### src/source/oadc_pkg.sv
`default_nettype none

package oadc_pkg;

   localparam int REG_ADDR_W = 8;
   localparam int REG_DATA_W = 8;
   localparam int ADC_W = 12;
   localparam int FREQ_W = 24;
   localparam int GATE_LOG2_DEFAULT = 23;

   // register map
   localparam logic [REG_ADDR_W-1:0] ADDR_SETTINGS = 8'd0;
   localparam logic [REG_ADDR_W-1:0] ADDR_GAIN = 8'd1;
   localparam logic [REG_ADDR_W-1:0] ADDR_TRIG_LEVEL_LO = 8'd2;
   localparam logic [REG_ADDR_W-1:0] ADDR_TRIG_LEVEL_HI = 8'd3; // low nibble only
   localparam logic [REG_ADDR_W-1:0] ADDR_EXTCLK_LIMIT = 8'd4;
   localparam logic [REG_ADDR_W-1:0] ADDR_STATUS = 8'd5;
   localparam logic [REG_ADDR_W-1:0] ADDR_EXTCLK_FREQ0 = 8'd6;
   localparam logic [REG_ADDR_W-1:0] ADDR_EXTCLK_FREQ1 = 8'd7;
   localparam logic [REG_ADDR_W-1:0] ADDR_EXTCLK_FREQ2 = 8'd8;

   // bit positions in the settings byte
   localparam int SET_ARM = 0;
   localparam int SET_LED_LSB = 1;
   localparam int SET_SOURCE = 3;
   localparam int SET_MON_DIS = 4;

   localparam logic [1:0] LED_SEL_STATE = 2'd0;
   localparam logic [1:0] LED_SEL_HEARTBEAT = 2'd1;
   localparam logic [1:0] LED_SEL_MONITOR = 2'd2;
   localparam logic [1:0] LED_SEL_GAIN = 2'd3;

   typedef logic [ADC_W-1:0] adc_sample_t;
   typedef logic [FREQ_W-1:0] freq_t;

   typedef struct packed {
      logic                  arm;
      logic [1:0]            led_select;
      logic                  data_source_select; // 1 = adc, 0 = test counter
      logic                  monitor_disable;
      logic [REG_DATA_W-1:0] gain;
      adc_sample_t           trig_level;         // top bit picks the direction
      logic [REG_DATA_W-1:0] extclk_limit;
   } oadc_cfg_t;

   typedef struct packed {
      logic gate;
      logic flash;
      logic heartbeat;
      logic amp_gain;
   } timebase_t;

   typedef struct packed {
      freq_t frequency;
      logic  change;
   } extclk_stat_t;

   typedef struct packed {
      logic armed;
      logic allowed;
      logic fired;
   } trig_stat_t;

endpackage

`default_nettype wire

### src/source/adc_level_trigger.sv
`default_nettype none

module adc_level_trigger (
   input  wire                     clk_usb,
   input  wire                     reset,
   input  wire oadc_pkg::adc_sample_t adc_data_i,
   input  wire                     source_adc_i,
   input  wire                     arm_i,
   input  wire oadc_pkg::adc_sample_t level_i,
   output oadc_pkg::trig_stat_t    trig_stat_o
);
   import oadc_pkg::*;

   adc_sample_t test_count;
   adc_sample_t stage1;
   adc_sample_t stage2;
   logic        arm_q;
   logic        allowed_q;
   logic        fired_q;
   logic        hit;

   // level msb set: fire above level, else below
   assign hit = allowed_q &
                (level_i[ADC_W-1] ? (stage2 > level_i) : (stage2 < level_i));

   // sample path, two stages
   always_ff @(posedge clk_usb) begin
      stage1 <= source_adc_i ? adc_data_i : test_count;
      stage2 <= stage1;
   end

   always_ff @(posedge clk_usb) begin
      if (reset) begin
         test_count <= '0;
         arm_q      <= 1'b0;
         allowed_q  <= 1'b0;
         fired_q    <= 1'b0;
      end else begin
         test_count <= test_count + 1'b1;
         arm_q      <= arm_i;
         fired_q    <= hit;
         // clear on the same edge as the pulse, so one shot per arm
         if (hit)
            allowed_q <= 1'b0;
         else if (arm_i && !arm_q)
            allowed_q <= 1'b1;
      end
   end

   assign trig_stat_o.armed   = arm_i;
   assign trig_stat_o.allowed = allowed_q;
   assign trig_stat_o.fired   = fired_q;

endmodule

`default_nettype wire

### src/source/extclk_monitor.sv
`default_nettype none

module extclk_monitor (
   input  wire                              clk_usb,
   input  wire                              reset,
   input  wire                              dut_clk_i,
   input  wire                              gate_i,
   input  wire [oadc_pkg::REG_DATA_W-1:0]   limit_i,
   input  wire                              monitor_disable_i,
   output oadc_pkg::extclk_stat_t           ext_stat_o
);
   import oadc_pkg::*;

   logic  sync_meta;
   logic  sync_q;
   logic  sync_prev;
   logic  edge_seen;
   freq_t count;
   freq_t freq_q;
   freq_t diff;
   logic  change_q;

   // target clock is only data here
   assign edge_seen = sync_q & ~sync_prev;

   assign diff = (freq_q > count) ? freq_q - count : count - freq_q;

   always_ff @(posedge clk_usb) begin
      if (reset) begin
         sync_meta <= 1'b0;
         sync_q    <= 1'b0;
         sync_prev <= 1'b0;
         count     <= '0;
         freq_q    <= '0;
         change_q  <= 1'b0;
      end else begin
         sync_meta <= dut_clk_i;
         sync_q    <= sync_meta;
         sync_prev <= sync_q;

         if (gate_i) begin
            freq_q <= count;
            count  <= freq_t'(edge_seen); // an edge here opens the new window
         end else begin
            count <= count + freq_t'(edge_seen);
         end

         // sticky until software sets monitor_disable
         if (monitor_disable_i)
            change_q <= 1'b0;
         else if (gate_i && (freq_q != '0) && (diff > freq_t'(limit_i)))
            change_q <= 1'b1;
      end
   end

   assign ext_stat_o.frequency = freq_q;
   assign ext_stat_o.change    = change_q;

endmodule

`default_nettype wire

### src/source/oadc_readback.sv
`default_nettype none

module oadc_readback (
   input  wire [oadc_pkg::REG_ADDR_W-1:0]   reg_address_i,
   input  wire                              reg_read_i,
   input  wire oadc_pkg::oadc_cfg_t         cfg_i,
   input  wire oadc_pkg::timebase_t         tb_stat_i,
   input  wire oadc_pkg::extclk_stat_t      ext_stat_i,
   input  wire oadc_pkg::trig_stat_t        trig_stat_i,
   input  wire                              pll_status_i,
   input  wire                              dut_trigger_i,
   output logic [oadc_pkg::REG_DATA_W-1:0]  reg_datao_o,
   output logic                             led_armed_o,
   output logic                             led_capture_o
);
   import oadc_pkg::*;

   logic [REG_DATA_W-1:0] status;
   logic [REG_DATA_W-1:0] settings;
   logic [REG_DATA_W-1:0] rd_mux;

   always_comb begin
      settings = '0;
      settings[SET_ARM] = cfg_i.arm;
      settings[SET_LED_LSB +: 2] = cfg_i.led_select;
      settings[SET_SOURCE] = cfg_i.data_source_select;
      settings[SET_MON_DIS] = cfg_i.monitor_disable;
   end

   assign status = {tb_stat_i.flash, 1'b0, ext_stat_i.change, pll_status_i,
                    1'b0, dut_trigger_i, ~trig_stat_i.allowed, trig_stat_i.armed};

   always_comb begin
      case (reg_address_i)
         ADDR_SETTINGS:      rd_mux = settings;
         ADDR_GAIN:          rd_mux = cfg_i.gain;
         ADDR_TRIG_LEVEL_LO: rd_mux = cfg_i.trig_level[7:0];
         ADDR_TRIG_LEVEL_HI: rd_mux = {4'b0, cfg_i.trig_level[ADC_W-1:8]};
         ADDR_EXTCLK_LIMIT:  rd_mux = cfg_i.extclk_limit;
         ADDR_STATUS:        rd_mux = status;
         ADDR_EXTCLK_FREQ0:  rd_mux = ext_stat_i.frequency[7:0];
         ADDR_EXTCLK_FREQ1:  rd_mux = ext_stat_i.frequency[15:8];
         ADDR_EXTCLK_FREQ2:  rd_mux = ext_stat_i.frequency[23:16];
         default:            rd_mux = '0;
      endcase
   end

   assign reg_datao_o = reg_read_i ? rd_mux : '0;

   // a clock change overrides the led selection
   always_comb begin
      if (ext_stat_i.change) begin
         led_armed_o   = tb_stat_i.flash;
         led_capture_o = tb_stat_i.flash;
      end else begin
         case (cfg_i.led_select)
            LED_SEL_STATE: begin
               led_armed_o   = trig_stat_i.armed;
               led_capture_o = trig_stat_i.allowed;
            end
            LED_SEL_HEARTBEAT: begin
               led_armed_o   = tb_stat_i.heartbeat;
               led_capture_o = ~tb_stat_i.heartbeat;
            end
            LED_SEL_MONITOR: begin
               led_armed_o   = tb_stat_i.heartbeat;
               led_capture_o = ext_stat_i.change;
            end
            default: begin // gain pwm
               led_armed_o   = tb_stat_i.amp_gain;
               led_capture_o = tb_stat_i.amp_gain;
            end
         endcase
      end
   end

endmodule

`default_nettype wire

### src/source/oadc_regs.sv
`default_nettype none

module oadc_regs (
   input  wire                              clk_usb,
   input  wire                              reset,
   input  wire [oadc_pkg::REG_ADDR_W-1:0]   reg_address_i,
   input  wire [oadc_pkg::REG_DATA_W-1:0]   reg_datai_i,
   input  wire                              reg_write_i,
   output oadc_pkg::oadc_cfg_t              cfg_o
);
   import oadc_pkg::*;

   oadc_cfg_t cfg_q;

   // config lands at the write edge, visible from the next cycle
   always_ff @(posedge clk_usb) begin
      if (reset) begin
         cfg_q <= '0;
      end else if (reg_write_i) begin
         case (reg_address_i)
            ADDR_SETTINGS: begin
               cfg_q.arm                <= reg_datai_i[SET_ARM];
               cfg_q.led_select         <= reg_datai_i[SET_LED_LSB +: 2];
               cfg_q.data_source_select <= reg_datai_i[SET_SOURCE];
               cfg_q.monitor_disable    <= reg_datai_i[SET_MON_DIS];
            end
            ADDR_GAIN: begin
               cfg_q.gain <= reg_datai_i;
            end
            ADDR_TRIG_LEVEL_LO: begin
               cfg_q.trig_level[7:0] <= reg_datai_i;
            end
            ADDR_TRIG_LEVEL_HI: begin
               cfg_q.trig_level[ADC_W-1:8] <= reg_datai_i[ADC_W-9:0]; // upper nibble dropped
            end
            ADDR_EXTCLK_LIMIT: begin
               cfg_q.extclk_limit <= reg_datai_i;
            end
            default: begin
               cfg_q <= cfg_q; // read-only or unmapped
            end
         endcase
      end
   end

   assign cfg_o = cfg_q;

endmodule

`default_nettype wire

### src/source/oadc_timebase.sv
`default_nettype none

module oadc_timebase #(
   parameter int GATE_LOG2 = oadc_pkg::GATE_LOG2_DEFAULT
) (
   input  wire                              clk_usb,
   input  wire                              reset,
   input  wire [oadc_pkg::REG_DATA_W-1:0]   gain_i,
   output oadc_pkg::timebase_t              tb_stat_o
);
   import oadc_pkg::*;

   localparam int CNT_W = GATE_LOG2 + 4;

   logic [CNT_W-1:0]      count;
   logic                  gate_bit_q;
   logic                  gate_q;
   logic                  flash_q;
   logic [REG_DATA_W:0]   pwm_acc; // msb is the carry out

   always_ff @(posedge clk_usb) begin
      if (reset) begin
         count      <= '0;
         gate_bit_q <= 1'b0;
         gate_q     <= 1'b0;
         flash_q    <= 1'b0;
         pwm_acc    <= '0;
      end else begin
         count      <= count + 1'b1;
         gate_bit_q <= count[GATE_LOG2];
         gate_q     <= count[GATE_LOG2] & ~gate_bit_q; // one cycle per rise
         if (count[GATE_LOG2+3])
            flash_q <= ~count[GATE_LOG2+1];
         // first-order sigma-delta, carry is high gain times per 256
         pwm_acc <= {1'b0, pwm_acc[REG_DATA_W-1:0]} + {1'b0, gain_i};
      end
   end

   assign tb_stat_o.gate      = gate_q;
   assign tb_stat_o.flash     = flash_q;
   assign tb_stat_o.heartbeat = count[GATE_LOG2+1];
   assign tb_stat_o.amp_gain  = pwm_acc[REG_DATA_W];

endmodule

`default_nettype wire

### src/source/openadc_core.sv
`default_nettype none

module openadc_core #(
   parameter int GATE_LOG2 = oadc_pkg::GATE_LOG2_DEFAULT
) (
   input  wire                              clk_usb,
   input  wire                              reset,

   input  wire [oadc_pkg::REG_ADDR_W-1:0]   reg_address_i,
   input  wire [oadc_pkg::REG_DATA_W-1:0]   reg_datai_i,
   input  wire                              reg_write_i,
   input  wire                              reg_read_i,
   output logic [oadc_pkg::REG_DATA_W-1:0]  reg_datao_o,

   input  wire oadc_pkg::adc_sample_t       adc_data_i,
   input  wire                              dut_clk_i,
   input  wire                              dut_trigger_i,
   input  wire                              pll_status_i,

   output logic                             trigger_adc_o,
   output logic                             freq_measure_o,
   output logic                             amp_gain_o,
   output logic                             flash_pattern_o,
   output logic                             led_armed_o,
   output logic                             led_capture_o
);
   import oadc_pkg::*;

   oadc_cfg_t    cfg;
   timebase_t    tb_stat;
   extclk_stat_t ext_stat;
   trig_stat_t   trig_stat;

   oadc_regs i_regs (
      .clk_usb       (clk_usb),
      .reset         (reset),
      .reg_address_i (reg_address_i),
      .reg_datai_i   (reg_datai_i),
      .reg_write_i   (reg_write_i),
      .cfg_o         (cfg)
   );

   oadc_timebase #(
      .GATE_LOG2 (GATE_LOG2)
   ) i_timebase (
      .clk_usb   (clk_usb),
      .reset     (reset),
      .gain_i    (cfg.gain),
      .tb_stat_o (tb_stat)
   );

   extclk_monitor i_extclk_monitor (
      .clk_usb           (clk_usb),
      .reset             (reset),
      .dut_clk_i         (dut_clk_i),
      .gate_i            (tb_stat.gate),
      .limit_i           (cfg.extclk_limit),
      .monitor_disable_i (cfg.monitor_disable),
      .ext_stat_o        (ext_stat)
   );

   adc_level_trigger i_level_trigger (
      .clk_usb      (clk_usb),
      .reset        (reset),
      .adc_data_i   (adc_data_i),
      .source_adc_i (cfg.data_source_select),
      .arm_i        (cfg.arm),
      .level_i      (cfg.trig_level),
      .trig_stat_o  (trig_stat)
   );

   oadc_readback i_readback (
      .reg_address_i (reg_address_i),
      .reg_read_i    (reg_read_i),
      .cfg_i         (cfg),
      .tb_stat_i     (tb_stat),
      .ext_stat_i    (ext_stat),
      .trig_stat_i   (trig_stat),
      .pll_status_i  (pll_status_i),
      .dut_trigger_i (dut_trigger_i),
      .reg_datao_o   (reg_datao_o),
      .led_armed_o   (led_armed_o),
      .led_capture_o (led_capture_o)
   );

   assign trigger_adc_o   = trig_stat.fired;
   assign freq_measure_o  = tb_stat.gate;
   assign amp_gain_o      = tb_stat.amp_gain;
   assign flash_pattern_o = tb_stat.flash;

endmodule

`default_nettype wire

### config.mk
export PLATFORM = sky130hd
export DESIGN_NAME = openadc_core
export DESIGN_NICKNAME = d
export VERILOG_FILES = /design/src/source/oadc_pkg.sv /design/src/source/adc_level_trigger.sv /design/src/source/extclk_monitor.sv /design/src/source/oadc_readback.sv /design/src/source/oadc_regs.sv /design/src/source/oadc_timebase.sv /design/src/source/openadc_core.sv
export SDC_FILE = /design/constraint.sdc
export NUM_CORES = 1
export LEC_CHECK = 0
export BUFFER_PORTS_ARGS = -buffer_cell sky130_fd_sc_hd__buf_2
export CAP_MARGIN = 20
export CORE_MARGIN = 4
export CORE_UTILIZATION = 40
export DETAILED_ROUTE_END_ITERATION = 7
export HOLD_SLACK_MARGIN = 0.06
export SLEW_MARGIN = 5
export SYNTH_ARGS = -nofsm -noshare
export SYNTH_HDL_FRONTEND = slang
export SYNTH_SLANG_ARGS = --single-unit
### constraint.sdc
create_clock -name clk_usb -period 5.6 [get_ports clk_usb]
set_input_delay 1.12 -clock clk_usb [delete_from_list [all_inputs] [get_ports clk_usb]]
set_output_delay 1.12 -clock clk_usb [all_outputs]
set_load 0.005 [all_outputs]
# After elaboration in Yosys (flattened, before gate mapping)
# Cells that the tools add are included.
[classes] n_addsub=6 magnitude_cmp=4 n_eq_ne=10 n_mux=10 bitwise=7 reduce_logical=16
[ops] operator="8-bit case mux with 9 select lines" n=1
[ops] operator="24-bit subtractor" n=2
[ops] operator="8-bit by 3-bit equality test with 1-bit output (second input constant)" n=4
[ops] operator="27-bit by 1-bit adder with 27-bit output (second input constant)" n=1
[ops] operator="24-bit by 1-bit adder with 24-bit output" n=1
[ops] operator="24-bit greater-than comparator" n=1
[ops] operator="24-bit by 8-bit greater-than comparator with 1-bit output" n=1
[ops] operator="24-bit two-way mux" n=1
[ops] operator="24-bit nonzero test" n=1
[ops] operator="8-bit by 2-bit equality test with 1-bit output (second input constant)" n=2
[ops] operator="12-bit by 1-bit adder with 12-bit output (second input constant)" n=1
[ops] operator="12-bit greater-than comparator" n=1
[ops] operator="12-bit less-than comparator" n=1
[ops] operator="12-bit two-way mux" n=1
[ops] operator="2-bit AND reduction" n=5
[ops] operator="8-bit by 8-bit adder with 9-bit output" n=1
[ops] operator="8-bit by 1-bit equality test with 1-bit output (second input constant)" n=1
[ops] operator="8-bit by 4-bit equality test with 1-bit output (second input constant)" n=1
[ops] operator="8-bit zero test" n=1
[ops] operator="8-bit two-way mux" n=1
[ops] operator="2-bit OR reduction" n=4
[ops] operator="1-bit two-way mux" n=4
[ops] operator="1-bit inverter" n=4
[ops] operator="1-bit AND" n=3
[ops] operator="other kinds (7)" n=9
[word_totals] ff_bits=163 inputBits=35 out_inout_bits=14

# Logic depth before layout (Yosys ltp)
# Gate-level depths: netlist of run 1.
[depth] depth_word=4 depth_mapped=22 depth_no_buf=21

# Modules after synthesis
# A second synthesis of run 1 with hierarchy kept.
[hier_totals] hier_cells=1230 hier_area_um2=10578.9
[by_module_without_submodules] module="extclk_monitor" instances=1 cells_per_inst=643 area_per_inst_um2=4932.2
[by_module_without_submodules] module="oadc_timebase" instances=1 cells_per_inst=207 area_per_inst_um2=1858.0
[by_module_without_submodules] module="adc_level_trigger" instances=1 cells_per_inst=144 area_per_inst_um2=1540.2
[by_module_without_submodules] module="oadc_regs" instances=1 cells_per_inst=122 area_per_inst_um2=1371.3
[by_module_without_submodules] module="oadc_readback" instances=1 cells_per_inst=114 area_per_inst_um2=877.1

# Worst setup path before layout of run 1
# OpenSTA, ideal clock, no wires.
[synth_timing] path_kind="register -> register" startpoint="register i_extclk_monitor.freq_q[0]" endpoint="register i_extclk_monitor.change_q" setup_ns=0.125 arrival_ns=4.348 required_ns=5.475 slack_ns=1.127 stages_incl_launch_ff=23 path_buffers=1 synth_period_minus_slack_ns=4.473 cell_sequence="dfxtp_1 -> inv_1 -> ha_1 -> inv_1 -> fa_1 -> a21oi_4 -> o211ai_4 -> a21o_1 -> a21oi_4 -> a21oi_2 -> clkbuf_1 -> mux2_2 -> ha_1 -> nor2b_1 -> o21a_1 -> o21a_1 -> o21a_1 -> o21a_1 -> o21a_1 -> o21a_1 -> o22ai_1 -> nand4bb_1 -> o41a_1"
[synth_via] elab_chain_cells=4 elab_cells_between_ends=8 classes_between="add/sub: 2; order compare: 2; mux: 1; reduce/logical: 3"
[synth_rtl] item="from (decl)" line_no="extclk_monitor.sv:19" source="freq_t freq_q;"
[synth_rtl] item="from (signal assigned)" line_no="extclk_monitor.sv:42" source="freq_q <= count;"
[synth_rtl] item="24-bit subtractor / 24-bit greater-than comparator (equally long branches)" line_no="extclk_monitor.sv:26" source="assign diff = (freq_q > count) ? freq_q - count : count - freq_q;"
[synth_rtl] item="24-bit two-way mux" line_no="extclk_monitor.sv:26"
[synth_rtl] item="24-bit by 8-bit greater-than comparator with 1-bit output" line_no="extclk_monitor.sv:51" source="else if (gate_i && (freq_q != '0) && (diff > freq_t'(limit_i)))"
[synth_rtl] item="1-bit logical AND *" line_no="extclk_monitor.sv:51"
[synth_rtl] item="to (signal assigned)" line_no="extclk_monitor.sv:35" source="change_q <= 1'b0;"
[synth_rtl] item="to (signal assigned)" line_no="extclk_monitor.sv:50" source="change_q <= 1'b0;"
[synth_rtl] item="to (signal assigned)" line_no="extclk_monitor.sv:52" source="change_q <= 1'b1;"
[synth_rtl] item="to (decl)" line_no="extclk_monitor.sv:21" source="logic change_q;"
# Every way passes the cells marked *; elsewhere a longest branch is shown, timed or not.
# A chain may end at the register's enable or synchronous reset.

# Worst setup path in the final report of run 1
[layout_timing] startpoint="register i_extclk_monitor.freq_q[5]" endpoint="register i_extclk_monitor.change_q"
# The elaborated chain is that of the path after synthesis.

==> results of run 1 <==
==> metal layers <==
| layer | part of all wire, % | vias up |
|---|---|---|
| met5 | 0 | - |
| met4 | 2.5 | 0 |
| met3 | 5.1 | 48 |
| met2 | 46 | 223 |
| met1 | 47 | 4002 |
| li1 | - | 4201 |
==> path summary, 6_finish.rpt <==
check	start	to	slack, ns	cells past startpoint
setup reg to reg	i_extclk_monitor.freq_q[5]	i_extclk_monitor.change_q	0.78	19
setup / recovery	i_extclk_monitor.freq_q[5]	i_extclk_monitor.change_q	0.78	19
hold / removal	i_level_trigger.stage1[11]	i_level_trigger.stage2[11]	0.33	0
hold reg to reg	i_level_trigger.stage1[11]	i_level_trigger.stage2[11]	0.33	0
==> flip-flops by register name, indices dropped and copies added (netlist names), 9 cells and up <==
signal / cells
i_level_trigger.test_count: 12
i_regs.cfg_o: 33
i_level_trigger.stage2: 12
i_timebase.pwm_acc: 9
i_timebase.count: 27
i_extclk_monitor.count: 24
i_extclk_monitor.freq_q: 24
i_level_trigger.stage1: 12
==> power by group through the flow <==
stage	Combinational, mW	Clock [mW]	Sequential, mW
2_1_floorplan	0.0998	0	1.20
3_5_place_dp	0.151	0	1.20
4_1_cts	0.152	1.23	1.17
6_report	0.152	1.20	1.17
5_1_grt	0.165	1.27	1.17
3_3_place_gp	0.150	0	1.20
==> cell type report <==
cell class | count | area [um2] | share of cell area [%]
Multi-Input combinational cell | 884 | 6120 | 55.5
Sequential cell | 163 | 3260 | 29.6
Clock buffer | 17 | 425 | 3.86
Tap cell | 324 | 405 | 3.68
Inverter | 93 | 349 | 3.17
Timing Repair Buffer | 52 | 273 | 2.47
Clock inverter | 15 | 188 | 1.70
Antenna cell | 1 | 2.50 | 0.0227
==> metrics by stage <==
| step | hold slack [ns] | std cells |
|---|---|---|
| final | 0.328 | 1549 |
| after global routing | 0.334 | 1549 |
| after CTS | 0.329 | 1548 |
| after detailed placement | 0.312 | 1516 |
| after global placement | 0.311 | 1516 |
| after floorplan | 0.310 | 1196 |
==> critical path: stages (launching register included) <==
cell and delay [ns]:
dfxtp_1 0.41, inv_1 0.06, ha_1 0.50, nand3_1 0.18, o211ai_4 0.27, a21o_1 0.29, a21oi_4 0.10, a21oi_2 0.38
mux2_2 0.40, ha_1 0.28, nor2b_1 0.13, o21a_1 0.16, o21a_1 0.16, o21a_1 0.17, o21a_1 0.17, o21a_1 0.16
o21a_1 0.16, o22ai_1 0.19, nand4bb_1 0.13, o41a_1 0.40
==> kinds of logic after synthesis <==
family                     Yosys count
AOI/OAI and AO/OA                  251
DFF                                163
buffers and inverters              149
xor gates and xnor gates            77
muxes                               72
and+or+nand+nor                    399
adders and majority gates           85
==> cells in the final DEF (no fill, tap or decap), types with 5 or more instances in the layout <==
master     count
nand3b_1       5
mux4_2         5
ha_1          82
mux2i_1       54
a211oi_1       8
xnor2_1       51
o21a_1        11
nand2b_1       8
clkbuf_16     17
or3_1         11
inv_1         92
nor3_1        13
a21oi_1       86
o21ai_1        5
nor2b_1       24
o21bai_1      12
inv_6          6
buf_4          5
nand4_1       24
o221ai_1       5
and4_1         6
o21ai_0       42
a21o_1        25
a31oi_1        5
buf_2         47
nor2_1       144
dfxtp_1      163
and3_1        10
nor4_1        11
nand2_1       78
a222oi_1       6
a221oi_1       5
nand3_1       50
xor2_1        26
mux2_2        13
==> results.txt, run 1 <==
The flow ran to the end, and the final reports show no timing, DRC or antenna violations. Of the post-synthesis cell area, the part taken by muxes is 8.00%. Dividing the synthesized area by the synthesized cell count gives 8.36 um2. Entering global routing, the biggest net connects 78 pins.

The relative slew slack is 44.1%. The worst clock skew came out at 0.00732 ns. The power per unit of standard cell area came out at 229 mW/mm2. The number of clock sinks came out at 163. After synthesis, flip-flops and latches occupy 32.6% of the total area. The met1 layer usage reported by global route is 26.3%. The largest voltage drop on the vdd net is 0.255 mV. The count of nets left with antenna violations after detail routing came out at 0. The post-synthesis share of cell area spent on full adders, half adders and majority gates came out at 10.9%. The arrival time of the worst setup path came out at 5.14 ns.

The count of endpoints failing setup in the final report came out at 0. The commonest cells after synthesis are dfxtp_1 (163), nor2_1 (144), inv_1 (92). Of all cell types, the one taking the most synthesized area is dfxtp_1. The count of pins on the block boundary came out at 49. The number of global-route vias before repair is 8225. Summed over all layers, the global routing overflow is 0. The net count after synthesis is 1316. The top achievable clock speed came out at 0.207 GHz. The die width came out at 166 um. The post-CTS resize count is 0. The total leakage power came out at 4.46 nW. The first detailed-routing pass ran for 5 iterations. The flip-flop and latch count after synthesis came out at 163.

The DRC violation count after routing is 0. The analysis attributes to net switching a power of 653 uW. The slew at the pin with the worst max-slew slack is 0.839 ns.

The tree is rooted in a clkbuf_16. The post-CTS setup buffer count came out at 0. The detailed-route wire length per cell is 17.3 um. Combinational logic burns 6.0% of the power. The worst setup margin is 0.778 ns. Global routing used 19.2% of the available tracks.

The global routing stage identified its most utilized layer as met2. The sequential power share came out at 46.5%. The total of warnings raised by yosys came out at 0. For this run, global-route usage on met3 was measured as 2.93%. STA classifies the critical path endpoint as a register.

The critical path is of the register to register type. The layout has 2414 filler cells. The via total after detailed routing is 8474. The number of vias per cell after detailed routing is 5.47. Clock latency on the worst-skew pair, taken at its later pin, is 0.44 ns. The count of distinct cell types in the synthesized netlist came out at 73.

TritonCTS built the clock tree. Of the total synthesized cell area, the portion taken by AND, OR, NAND and NOR gates is 19.1%. Once layout is complete, the utilization of the core stands at 45.1%. Once placement finished, the instance area stood at 0.0104 mm2. Yosys instantiated no cell more often than dfxtp_1.

Sorting the synthesized cells by area gives the leading types as dfxtp_1 (33%), ha_1 (10%), mux2i_1 (5.4%). The share of power burned in the clock network is 47.5%. The type of the tightest min-delay check is register to register.

The number of buffers inserted during clock tree synthesis is 17. In the global route stage, met2 resource usage came out at 30.9%. The initial antenna violation count came out at 1.

After clock tree synthesis, the clock-pin slew on the worst setup and hold paths is 0.07 ns. The number of maximum-capacitance constraint violations came out at 0. The proportion of synthesized flip-flops having asynchronous set or reset came out at 0%. The HPWL after detailed placement is 20600 um.

The design draws 2.52 mW. The number of standard cells after synthesis came out at 1196. The final instance area came out at 0.0110 mm2.

The floorplan has 57 rows. The depth of the CTS H-tree is 4. The largest fanout on the critical path came out at 9. At the worst endpoint, the required time is 5.92 ns. The internal power of the cells totals 1.87 mW. No sink is reached through more buffers than the 2 on the longest clock path.

The fraction of power spent switching nets is 25.9%. Of the cells placed in the final design, the portion with a size suffix greater than 1 is 9.72%. The minimum period implied by the final worst setup slack came out at 4.82 ns. By area, the combinational part of the netlist is dominated by simple AND/OR/NAND/NOR gates. The parity-gate share of the synthesized area counting xor and xnor cells is 6.75%. The ratio of final minimum period to clock period is 86.1%. The placer's final routability congestion estimate came out at 0.943.

Summing the areas of all compound-gate instances in the mapped netlist gives 16.5% of the synthesized area. Setup repair after global routing left no endpoint under its margin. The area of the mapped netlist is 0.0100 mm2. Adding up every negative setup slack in the final design gives 0 ns.

The global-route wire length before repair came out at 43500 um. The die height is 166 um. The most instantiated flip-flop cell in the synthesis netlist is dfxtp_1. For this block, the initial DRC count from the detailed router was 748. The top-area cell type share of the netlist area is 32.6%. The total of hold buffers inserted after clock tree synthesis came out at 0. The worst setup path is launched from a register.

The count of input and output buffers came out at 48. The starting utilization of the core area is 40.9%. The number of nets in the layout came out at 1331.

The final count of hold timing violations came out at 0. The pre-CTS setup slack is 0.844 ns. Yosys mapped a number of flops with a built-in enable equal to 0. The post-detailed-routing wire length is 26800 um. The area of the core came out at 0.0245 mm2. The floorplan step defined a die boundary enclosing 0.0276 mm2. The count of final max-slew check failures came out at 0. The area overhead of the layout relative to synthesis is 10.3%.
No activity file was read; power rests on OpenSTA's default activity.
==> run 2, diff against run 1 <==
--- a/config.mk
+++ b/config.mk
@@ -7,7 +7,7 @@
 export LEC_CHECK = 0
 export BUFFER_PORTS_ARGS = -buffer_cell sky130_fd_sc_hd__buf_2
 export CAP_MARGIN = 20
-export CORE_MARGIN = 4
+export CORE_MARGIN = 8
 export CORE_UTILIZATION = 40
 export DETAILED_ROUTE_END_ITERATION = 7
 export HOLD_SLACK_MARGIN = 0.06
==> run 2 against run 1 <==
Against the previous run:
- register-to-register slack better by 0.05 ns
- non-clock buffer count is the same
- sequential power hardly changed
- first-iteration DRC count fell by 34%
- combinational power about the same
- cell area is 0.49% lower
- critical path depth stayed put
- routed wire length fell by 1.5%
- via count is 1.1% lower
- count of clock-buffer cells in the layout grew 1
- core utilization down 0.99 points
- critical path type unchanged
- critical endpoint unchanged
- highest routed layer is now met5
==> results.txt, run 2 (synthesized netlist as in run 1, its figures left out) <==
The number of flip-flops in the largest register is 33. The worst path meets setup with 0.826 ns of slack. The violation count after the first detailed-routing iteration came out at 490.

The global routing usage summed across all routing layers is 17.4%. The count of final max-slew check failures came to 0. The number of nets in the layout is 1331. Across all register-to-register paths, the minimum setup slack is 0.83 ns. The final instance count without filler cells is 1555. During placement, the flow inserted port buffers numbering 48. Cells fill 44.1% of the core in the end.

Broken down by cell family, the worst path's largest delay share belongs to compound AO/OA/AOI/OAI gates. The number of clock sinks came out at 163. The clock arrives with 0.00796 ns of skew. The count of TritonRoute iterations in the first routing pass came out at 7. Clock latency on the worst-skew pair, taken at its later pin, is 0.43 ns.

The minimum period implied by the final worst setup slack came out at 4.77 ns. The wire length the detailed router placed on met1 came out at 12300 um. The total leakage power is 4.43 nW. Setup violations remaining at the end of the flow were counted as 0. The depth of the worst register-to-register path came out at 19. TritonCTS built the clock tree. The library cell used most frequently in the layout, excluding fill and tap cells, is dfxtp_1. Among all stages on the critical path, the largest delay is contributed by ha_1. The final route contains 8378 vias. The launch point of the worst reg-to-reg path is i_extclk_monitor.freq_q[19]. The area overhead of the layout relative to synthesis is 9.78%. Dividing the detail-routed wire length by the instance count gives 17.0 um. The number of maximum-capacitance constraint violations is 0. For this design, the CTS-stage hold fixing added 0 buffers.

Setup repair after global routing left no endpoint under its margin. For this configuration, the core starts out at a cell density of 40.2%. Of all nets on the critical path, the largest fanout is 13. The number of placed instances, taps included is 1522. The placer's final routability congestion estimate came out at 0.908. The post-CTS resize count came out at 0. The power per unit of standard cell area is 220 mW/mm2. After layout, the worst path uses 85.2% of the clock period. For this run the aggregate overflow at the end of global routing stands at 0. The worst setup path is captured at a register. The top achievable clock speed is 0.209 GHz. In this run the most critical hold path is launched from i_level_trigger.stage1[8]. The worst hold path was traced through 0 stages. The design draws 2.41 mW. The end of the worst register-to-register path is i_extclk_monitor.change_q.

The slew at the pin with the worst max-slew slack came out at 0.785 ns. The initial antenna violation count is 2. The DRC violation count after routing is 0. At the placement stage, the worst setup path has a slack of 0.868 ns.

The worst path buffer plus inverter count is 2. The die width is 174 um. The count of nets left with antenna violations once routing finished came out at 0.

The number of buffers inserted during clock tree synthesis came out at 17. The most prevalent standard cell on the critical path is o21a_1. The number of global-route vias before repair was 8144.

STA classifies the critical path startpoint as a register. The clock transition at the registers of the reported paths came out at 0.07 ns. Detailed placement ended at an HPWL of 20300 um. The count of pins on the block boundary came out at 49. STA puts the critical path data required time at 5.91 ns. The routed design uses 1250 um of met3 wire.

In this run the standard cell core region covers 0.0249 mm2. The run finished with clean final reports. The met2 routed wirelength is 12000 um. After detailed routing, the number of vias per cell comes to 5.39. Measured along the y axis, the die boundary spans 174 um.

The relative slew slack is 47.7%. The longest individual stage delay on the worst path came out at 0.53 ns. The die footprint came out at 0.0303 mm2. The tightest min-delay check is of the register to register type.

The summed negative setup slack over all endpoints came out at 0 ns. The buffer type at the clock tree root is clkbuf_16. Walking the worst path, the cells encountered are inv_1 > ha_1 > inv_1 > nor3_1 > a21o_1 > a21oi_4 > a21oi_2 > mux2_2 > ha_1 > nor2b_1 > o21a_1 > o21a_1 > o21a_1 > o21a_1 > o21a_1 > o21a_1 > o22ai_1 > nand4bb_1 > o41a_1. The first global-routing pass estimated 43100 um of wire.

The post-CTS setup buffer count came out at 0. After detailed routing, the total wire length is 26400 um. The worst setup path is of the register to register kind.

The worst-case clock buffer depth is 2. The depth of the CTS H-tree came out at 4. The largest net degree at the start of global routing came out at 72. The share of cells above drive strength 1 is 9.64%. In the layout the commonest cells are dfxtp_1 (163), nor2_1 (144), inv_1 (92). The path with the worst hold slack has its endpoint at i_level_trigger.stage2[8]. The number of cell rows is 58. Signal routing reaches up to met5. The worst-case IR drop observed on VDD is 0.179 mV.

The final count of hold timing violations is 0. The arrival time of the worst setup path is 5.08 ns.
-- run 2: cell types whose count changed in the layout (fill, tap and decap cells not counted), sizes merged --
cell	change
bufinv	-1
clkbuf	+1
clkinv	+1
clkinvlp	+2
inv	-3
-- run 2: how the worst max path moves through the flow --
stage | start | end | slack [ns] | depth (start not counted)
after floorplan | i_extclk_monitor.freq_q[0] | i_extclk_monitor.change_q | 1.13 | 22
after global placement | i_extclk_monitor.freq_q[18] | i_extclk_monitor.change_q | 0.98 | 19
after detailed placement | i_extclk_monitor.freq_q[5] | i_extclk_monitor.change_q | 0.87 | 19
after CTS | i_extclk_monitor.freq_q[5] | i_extclk_monitor.change_q | 0.84 | 19
after global routing | i_extclk_monitor.freq_q[19] | i_extclk_monitor.change_q | 0.59 | 19
final | i_extclk_monitor.freq_q[19] | i_extclk_monitor.change_q | 0.83 | 19
-- run 2: power breakdown --
group / total, mW / switching, mW / internal (mW)
Sequential: 1.17 / 0.00597 / 1.17
Clock: 1.09 / 0.507 / 0.580
Combinational: 0.150 / 0.0906 / 0.0597
Total: 2.41 / 0.604 / 1.81
-- run 2: per-stage QoR --
| stage | hold slack [ns] | cell area, um2 |
|---|---|---|
| floorplan | 0.310 | 10000 |
| global placement | 0.310 | 10400 |
| global route | 0.332 | 11000 |
| CTS | 0.328 | 11000 |
| detailed placement | 0.312 | 10400 |
| finish | 0.327 | 11000 |
-- run 2: cell type report --
type	instances	area, um2
inverter	93	349
antenna	1	2.50
tap	330	413
multi-input combinational	884	6120
clock inverter	14	123
fill	2467	13900
clock buffer	18	429
sequential	163	3260
timing repair buffer	52	273
-- run 2: layer usage --
layer / up-vias / GRT usage (%)
li1: 4185 / -
met1: 3947 / 22.8
met2: 190 / 27.4
met3: 54 / 3.58
met4: 2 / 7.13
met5: - / 0
